## src/rtl/dagPkg.sv

```systemverilog
/*
 * Data address generator shared definitions.
 * Widths, register counts and the request, access and result structs.
 */
`default_nettype none

package dagPkg;

  localparam int AddrWidth   = 14;  // Address and I/L/M register width.
  localparam int DataWidth   = 16;  // Register readback bus width.
  localparam int NumRegs     = 4;   // Registers of each kind per unit.
  localparam int RegSelWidth = $clog2(NumRegs);

  // Signed sum width for the circular buffer fold, room for sign and carry.
  localparam int ModSumWidth = AddrWidth + 2;

  typedef logic [AddrWidth-1:0] dagAddrT;
  typedef logic [DataWidth-1:0] dagDataT;

  // Register kind for access strobes.
  typedef enum logic [1:0] {
    kindI = 2'd0,  // Index.
    kindL = 2'd1,  // Buffer length.
    kindM = 2'd2   // Modify step.
  } regKindE;

  // Address request, one strobe per cycle.
  typedef struct packed {
    logic                   gen;      // Issue an address.
    logic                   postMod;  // Write I back after issue.
    logic [RegSelWidth-1:0] iSel;     // I/L pair.
    logic [RegSelWidth-1:0] mSel;     // M register.
    logic                   toPm;     // Target is program memory.
  } dagReqT;

  // Register write or read.
  typedef struct packed {
    logic                   wr;    // Write strobe.
    logic                   rd;    // Read strobe.
    regKindE                kind;
    logic [RegSelWidth-1:0] idx;
    dagAddrT                data;  // Write data.
  } regAccessT;

  // One unit's registered output.
  typedef struct packed {
    logic    valid;
    logic    toPm;
    logic    wrap;   // Post-modify folded at the buffer end.
    dagAddrT addr;
  } dagResultT;

endpackage

`default_nettype wire

```

## src/rtl/dagBusMux.sv

```systemverilog
/*
 * Merges both unit results onto the DM and PM address buses.
 * ORs the readback words and flags DM bus conflicts.
 */
`timescale 1ns/1ps
`default_nettype none

module dagBusMux (
  input  logic              DSPCLK,
  input  dagPkg::dagResultT dag1Result,
  input  dagPkg::dagResultT dag2Result,
  input  dagPkg::dagDataT   dag1Data,
  input  dagPkg::dagDataT   dag2Data,
  output dagPkg::dagAddrT   dmAddr,
  output logic              dmValid,
  output dagPkg::dagAddrT   pmAddr,
  output logic              pmValid,
  output dagPkg::dagDataT   dmdOut,
  output logic              dag1Wrap,
  output logic              dag2Wrap,
  output logic              busConflict
);

  logic dag2ToDm;
  logic dag2ToPm;

  assign dag2ToDm = dag2Result.valid & ~dag2Result.toPm;
  assign dag2ToPm = dag2Result.valid & dag2Result.toPm;

  // DM bus, unit 1 has priority.
  always_comb begin
    if (dag1Result.valid) begin
      dmAddr = dag1Result.addr;  // Unit 1 toPm ignored.
    end else if (dag2ToDm) begin
      dmAddr = dag2Result.addr;
    end else begin
      dmAddr = '0;
    end
  end

  assign dmValid = dag1Result.valid | dag2ToDm;

  // PM bus belongs to unit 2 only.
  assign pmValid = dag2ToPm;
  assign pmAddr  = dag2ToPm ? dag2Result.addr : '0;

  // Unit 2 loses its DM cycle.
  assign busConflict = dag1Result.valid & dag2ToDm;

  assign dag1Wrap = dag1Result.valid & dag1Result.wrap;
  assign dag2Wrap = dag2Result.valid & dag2Result.wrap;

  assign dmdOut = dag1Data | dag2Data;

  // Only one unit may drive readback at a time.
  aOneReader: assert property (@(posedge DSPCLK)
    !((|dag1Data) && (|dag2Data)))
    else $error("dagBusMux: both units drive readback");

endmodule

`default_nettype wire

```

## src/rtl/dagTop.sv

```systemverilog
/*
 * Data address generator top level.
 * Two address units feeding the shared DM, PM and readback buses.
 */
`timescale 1ns/1ps
`default_nettype none

module dagTop (
  input  logic              DSPCLK,
  input  logic              rst,
  input  dagPkg::dagReqT    dag1Req,
  input  dagPkg::regAccessT dag1Access,
  input  dagPkg::dagReqT    dag2Req,
  input  dagPkg::regAccessT dag2Access,
  output dagPkg::dagAddrT   dmAddr,
  output logic              dmValid,
  output dagPkg::dagAddrT   pmAddr,
  output logic              pmValid,
  output dagPkg::dagDataT   dmdOut,
  output logic              dag1Wrap,
  output logic              dag2Wrap,
  output logic              busConflict
);
  import dagPkg::*;

  dagResultT dag1Result;
  dagResultT dag2Result;
  dagDataT   dag1Data;
  dagDataT   dag2Data;

  ilmRegFile dag1 (
    .DSPCLK  (DSPCLK),
    .rst     (rst),
    .req     (dag1Req),
    .access  (dag1Access),
    .result  (dag1Result),
    .readData(dag1Data)
  );

  ilmRegFile dag2 (
    .DSPCLK  (DSPCLK),
    .rst     (rst),
    .req     (dag2Req),
    .access  (dag2Access),
    .result  (dag2Result),
    .readData(dag2Data)
  );

  dagBusMux busMux (
    .DSPCLK     (DSPCLK),
    .dag1Result (dag1Result),
    .dag2Result (dag2Result),
    .dag1Data   (dag1Data),
    .dag2Data   (dag2Data),
    .dmAddr     (dmAddr),
    .dmValid    (dmValid),
    .pmAddr     (pmAddr),
    .pmValid    (pmValid),
    .dmdOut     (dmdOut),
    .dag1Wrap   (dag1Wrap),
    .dag2Wrap   (dag2Wrap),
    .busConflict(busConflict)
  );

endmodule

`default_nettype wire

```

## src/rtl/ilmRegFile.sv

```systemverilog
/*
 * One address unit with four I, L and M registers.
 * Issues I as an address, post-modifies it and serves register readback.
 */
`timescale 1ns/1ps
`default_nettype none

module ilmRegFile (
  input  logic              DSPCLK,
  input  logic              rst,
  input  dagPkg::dagReqT    req,
  input  dagPkg::regAccessT access,
  output dagPkg::dagResultT result,
  output dagPkg::dagDataT   readData
);
  import dagPkg::*;

  dagAddrT iReg [NumRegs];
  dagAddrT lReg [NumRegs];
  dagAddrT mReg [NumRegs];

  dagAddrT curI;
  dagAddrT curL;
  dagAddrT curM;
  dagAddrT nextI;
  dagAddrT rdVal;
  logic    modWrap;
  logic    doPostMod;

  logic    resValid;
  logic    resToPm;
  logic    resWrap;
  dagAddrT resAddr;

  // Selected operands for this cycle's request.
  assign curI = iReg[req.iSel];
  assign curL = lReg[req.iSel];  // L is paired with I.
  assign curM = mReg[req.mSel];

  moduloUpdate modUpd (
    .index    (curI),
    .length   (curL),
    .modify   (curM),
    .nextIndex(nextI),
    .wrap     (modWrap)
  );

  assign doPostMod = req.gen & req.postMod;

  // Register bank.
  always_ff @(posedge DSPCLK) begin
    if (rst) begin
      for (int r = 0; r < NumRegs; r++) begin
        iReg[r] <= '0;
        lReg[r] <= '0;
        mReg[r] <= '0;
      end
    end else begin
      if (doPostMod) begin
        iReg[req.iSel] <= nextI;  // Visible to the next gen.
      end
      if (access.wr) begin
        case (access.kind)
          kindI:   iReg[access.idx] <= access.data;
          kindL:   lReg[access.idx] <= access.data;
          kindM:   mReg[access.idx] <= access.data;
          default: ;
        endcase
      end
    end
  end

  // Readback source.
  always_comb begin
    case (access.kind)
      kindI:   rdVal = iReg[access.idx];
      kindL:   rdVal = lReg[access.idx];
      kindM:   rdVal = mReg[access.idx];
      default: rdVal = '0;
    endcase
  end

  // Result flags and readback, one cycle after the strobe.
  always_ff @(posedge DSPCLK) begin
    if (rst) begin
      resValid <= 1'b0;
      resToPm  <= 1'b0;
      resWrap  <= 1'b0;
      readData <= '0;
    end else begin
      resValid <= req.gen;
      resToPm  <= req.gen & req.toPm;
      resWrap  <= doPostMod & modWrap;  // Only a real update reports a fold.
      if (access.rd) begin
        readData <= {{(DataWidth - AddrWidth){1'b0}}, rdVal};
      end else begin
        readData <= '0;  // Idle unit keeps the shared bus clear.
      end
    end
  end

  always_ff @(posedge DSPCLK) begin
    if (req.gen) begin
      resAddr <= curI;  // Pre-modify index.
    end
  end

  assign result = '{valid: resValid, toPm: resToPm, wrap: resWrap, addr: resAddr};

  aNoWrRd: assert property (@(posedge DSPCLK) disable iff (rst)
    !(access.wr && access.rd))
    else $error("ilmRegFile: write and read strobed together");

  // Post-modify and a write to the same I would race.
  aNoIClash: assert property (@(posedge DSPCLK) disable iff (rst)
    !(doPostMod && access.wr && access.kind == kindI && access.idx == req.iSel))
    else $error("ilmRegFile: write hits I%0d during post-modify", req.iSel);

endmodule

`default_nettype wire

```

## src/rtl/moduloUpdate.sv

```systemverilog
/*
 * Circular buffer next-index arithmetic.
 * Adds a signed modify to the index and folds it back into the buffer.
 */
`timescale 1ns/1ps
`default_nettype none

module moduloUpdate (
  input  dagPkg::dagAddrT index,
  input  dagPkg::dagAddrT length,
  input  dagPkg::dagAddrT modify,
  output dagPkg::dagAddrT nextIndex,
  output logic            wrap
);
  import dagPkg::*;

  logic [AddrWidth-1:0] lenMinus1;
  logic [AddrWidth-1:0] mask;
  dagAddrT              base;
  dagAddrT              modMag;
  logic signed [ModSumWidth-1:0] sumWide;
  logic signed [ModSumWidth-1:0] lenWide;
  logic signed [ModSumWidth-1:0] bufLow;
  logic signed [ModSumWidth-1:0] bufHigh;
  logic signed [ModSumWidth-1:0] nextWide;
  logic startInside;
  logic stepFits;

  // Smear L-1 downward to get the 2^k - 1 mask.
  always_comb begin
    lenMinus1 = length - dagAddrT'(1);
    mask[AddrWidth-1] = lenMinus1[AddrWidth-1];
    for (int i = AddrWidth - 2; i >= 0; i--) begin
      mask[i] = mask[i+1] | lenMinus1[i];
    end
  end

  assign base = index & ~mask;  // Buffer start, aligned to 2^k.

  assign sumWide = $signed({2'b00, index}) + $signed({{2{modify[AddrWidth-1]}}, modify});
  assign lenWide = $signed({2'b00, length});
  assign bufLow  = $signed({2'b00, base});
  assign bufHigh = bufLow + lenWide;  // One past the last entry.

  // Fold the sum back into the buffer.
  always_comb begin
    if (length == '0) begin
      nextWide = sumWide;  // Linear mode.
      wrap     = 1'b0;
    end else if (sumWide >= bufHigh) begin
      nextWide = sumWide - lenWide;  // Ran off the top.
      wrap     = 1'b1;
    end else if (sumWide < bufLow) begin
      nextWide = sumWide + lenWide;  // Ran off the bottom.
      wrap     = 1'b1;
    end else begin
      nextWide = sumWide;
      wrap     = 1'b0;
    end
  end

  // Truncation gives the modulo 2^14 result in linear mode.
  assign nextIndex = nextWide[AddrWidth-1:0];

  assign modMag      = modify[AddrWidth-1] ? dagAddrT'(-modify) : modify;
  assign startInside = $signed({2'b00, index}) < bufHigh;
  assign stepFits    = modMag <= length;

  // A legal step from inside the buffer must land inside it.
  always_comb begin
    if (length != '0 && startInside && stepFits) begin
      assert ((nextIndex & ~mask) == base && (nextIndex & mask) < length)
        else $error("moduloUpdate: next index %0h outside buffer", nextIndex);
    end
  end

endmodule

`default_nettype wire

```

## config.mk

```make
export PLATFORM = sky130hd
export DESIGN_NAME = dagTop
export DESIGN_NICKNAME = d
export VERILOG_FILES = /design/src/rtl/dagPkg.sv /design/src/rtl/dagBusMux.sv /design/src/rtl/dagTop.sv /design/src/rtl/ilmRegFile.sv /design/src/rtl/moduloUpdate.sv
export SDC_FILE = /design/constraint.sdc
export NUM_CORES = 1
export LEC_CHECK = 0
export BUFFER_PORTS_ARGS = -buffer_cell sky130_fd_sc_hd__buf_2
export CAP_MARGIN = 20
export CORE_ASPECT_RATIO = 1.2
export CORE_MARGIN = 2
export CORE_UTILIZATION = 57
export CTS_CLUSTER_DIAMETER = 30
export DETAILED_ROUTE_END_ITERATION = 16
export GPL_ROUTABILITY_DRIVEN = 0
export PLACE_DENSITY = 0.77
export SETUP_SLACK_MARGIN = 0.02
export SLEW_MARGIN = 0
export SYNTH_ARGS = -nofsm -noshare
export SYNTH_HDL_FRONTEND = slang
export SYNTH_SLANG_ARGS = --single-unit
```

## constraint.sdc

```tcl
create_clock -name DSPCLK -period 7.6 [get_ports DSPCLK]
set_clock_uncertainty 0.1 [all_clocks]
set_input_delay 0.38 -clock DSPCLK [delete_from_list [all_inputs] [get_ports DSPCLK]]
set_output_delay 0.38 -clock DSPCLK [all_outputs]
set_load 0.02 [all_outputs]
```

==> run summary <==
CP max-delay cell - mux4_2
clock slew at reported path FFs - 0.05 ns
area of the multi-input gates - 15200 um2
pwr dens - 301 nW/um2
Hold Crit Class - primary input to flip-flop
reg2reg path depth - 38
total chip power - 9.93 mW
fmax - 0.130 GHz
CTS buffer count - 67
XOR/XNOR share of the synthesized area - 0.0215
most frequent CP cell - a21oi_2
Clk Latency, worst-skew pair - 0.61 ns
final worst-path cycle share - 1.02
capturing element type of the critical path - flip-flop
RSZ-0062 raised after global routing - yes
CP Depth - 38
Critical Path Fanout Max - 8
Synth Area in Compound Gates - 0.136
largest family of logic cells by synthesized area - multiplexers
critical path class - flip-flop to flip-flop
vias - 22926
nets - 2932
#FFs+latches synth - 397
Routed Antenna Nets - 0
status - finished, violations left
top-area cell type share of the netlist area - 0.400
Largest stage delay, worst path - 0.51 ns
die height - 244 um
largest area contributor in the netlist - edfxtp_1
main flop type after synthesis - edfxtp_1
total congestion overflow - 0
P_leak - 13.6 nW
Ys Warns - 0
clock root buffer - clkbuf_16
count leader, synth - edfxtp_1
Site Rows - 87
CP delay by family, top - compound AO/OA/AOI/OAI gates
crit path buf inv count - 4
clock buffer depth - 3
Arrival @ worst endpoint - 7.93 ns
die footprint - 49700 um2
relative max-transition margin - 0.122
Worst Setup Slack, final - -0.120 ns
Post-synth EDFFs - 364
Fin. Hold Viols - 0
Synth async-reset ratio - 0
ranking of synthesized cells by area - edfxtp_1, mux4_2, ha_1
First-pass DRT Iterations - 6
failing checks - setup timing
initial antenna violation count - 2
multiplexer area fraction after synthesis - 0.152
final setup vio count - 30
simple-gate share of the synthesized area - 0.140
VDD IR max - 201 uV
Tmin final - 7.72 ns
first-pass GRT wire length - 138 mm
most instantiated cells after synthesis - edfxtp_1, nor2_1, ha_1, inv_1, mux4_2
DP Wirelength - 65.9 mm
WL final - 94.2 mm
Startpoint Class - flip-flop
post-synthesis adder-cell area fraction - 0.0836
Die X - 204 um
required time of the worst setup path - 7.81 ns
sequential cell area fraction in the yosys report - 0.424
Port-buffer cells - 101
CTS tree - done
post-DR wirelength/cell - 27.9 um
Total GRT Usage - 0.376
Mean Syn Cell Area - 11.3 um2
maxcap violations - 0
Reg area - 11600 um2
CTS sink cnt - 397
Synth cell types - 84
H-tree levels - 3
Max Slew Vio Count - 0
fillers - 3201
hold slack - 0.0371 ns
hold path depth - 4
Post-Synthesis Cells - 2428
Detailed Route Iter0 Violations - 2762
Slew @ Worst Pin - 1.31 ns
Avg Vias per Cell - 6.79
Core Area - 47200 um2
layout cells sized above 1 - 0.290
Ports - 105
vias in the first global route - 23001
largest net degree at the start of global routing - 49
area grow syn2layout - 20.4%
post-synthesis cell area - 27300 um2
DRC Markers - 0
Starting Density - 0.579
[layout by cell type (no fill, tap or decap), types with 9 or more instances in the layout]
cell type	synthesis	routed
nand2_1	165	160
ha_1	170	166
nand2b_1	34	32
a21oi_1	90	70
or3_1	20	17
and3_1	23	21
dfxtp_1	33	33
o21a_1	14	14
a31oi_1	12	9
a22o_1	69	68
nand3_1	35	34
or2_2	40	39
clkinv_2	0	10
nor2_1	175	169
a21oi_2	0	20
o21ai_1	11	34
o31ai_1	12	9
o21bai_1	22	19
xor2_1	19	18
o22ai_1	33	33
o21ai_0	102	53
buf_2	7	102
nand4_1	16	16
a211oi_1	15	13
nor2b_1	21	20
inv_1	170	165
edfxtp_1	364	364
and2_1	158	154
buf_4	4	208
xnor2_1	48	48
a211o_1	9	9
mux2i_1	32	30
a21o_1	41	40
clkbuf_16	0	68
buf_6	3	14
mux4_2	168	168
o21ai_2	1	25
o211ai_1	14	14
nor3_1	31	29
[logic make-up (layout without fill, tap and decap cells)]
group	after synthesis	after routing
simple gates	749	749
compound gates	532	532
flops	397	397
buf+inv	300	623
mux	204	204
fa+ha+maj	178	178
xor+xnor	67	67
other cells	1	4
[path summary, 6_finish.rpt]
path	from	endpoint	slack (ns)
setup / recovery	dag1.lReg[2][2]$_SDFFCE_PN0P_	dag1.iReg[3][2]$_DFFE_PP_	-0.12
hold / removal	dag2Access[18]	dag2.readData[3]$_SDFF_PP0_	0.04
setup reg to reg	dag1.lReg[2][2]$_SDFFCE_PN0P_	dag1.iReg[3][2]$_DFFE_PP_	-0.12
hold reg to reg	dag1.iReg[2][0]$_DFFE_PP_	dag1.resAddr[0]$_DFFE_PP_	0.66
[final cells by class]
class	count	share of cell area
inverter	171	0.0195
timing repair buffer	329	0.0703
clock buffer	73	0.0522
multi-input combinational	1732	0.463
tap	623	0.0237
sequential	397	0.352
antenna	2	0.000152
clock inverter	50	0.0191
[report_power, final]
part / leakage (nW) / internal (mW) / switching [mW]
Sequential: 3.85 / 2.56 / 0.0820
Combinational: 8.59 / 1.72 / 2.43
Clock: 1.14 / 1.95 / 1.18
[repair_timing]
| item | in CTS | in global routing |
|---|---|---|
| pin swaps | 17 | 79 |
| setup buffers | 11 | 33 |
| gates resized for setup | 30 | 155 |
| endpoints found under the setup margin | 109 | 113 |
| gates cloned | 0 | 0 |
| endpoints found under the hold margin | 1 | 0 |
| hold buffers | 1 | 0 |
[sequential cells by signal, indices dropped and copies added, names as in the netlist]
name and cells:
dag2.readData 14, dag2.mReg 56, dag1.readData 14, dag1.lReg 56
dag2.resValid 1, dag2.resAddr 14, dag1.resValid 1, dag1.resWrap 1
dag2.resToPm 1, dag2.resWrap 1, dag2.iReg 56, dag1.iReg 56
dag1.mReg 56, dag1.resAddr 14, dag2.lReg 56
[worst min-delay path, stage by stage]
cell and delay, ns:
buf_2 0.10, inv_1 0.05, a211oi_1 0.05, and2_1 0.13
[per-layer routing]
layer  GRT usage  routed length, um  part of all wire
met5           0                 11           0.00012
met3      0.0802               9940              0.11
met1       0.410              29000              0.31
met2       0.613              44600              0.47
met4       0.343              10700              0.11
[stage by stage]
stage	setup TNS [ns]	cell area [um2]	instances	setup WS (ns)	utilization
4_1_cts	0	32100	3343	0.0203	0.680
3_3_place_gp	-44.61	29600	3208	-0.637	0.626
2_1_floorplan	0	27400	2429	0.0169	-
5_1_grt	-24.00	32900	3376	-0.518	0.697
3_5_place_dp	-64.02	29600	3208	-0.777	0.626
6_report	-1.68	32900	3377	-0.120	0.697
(Power assumes the default switching activity.)
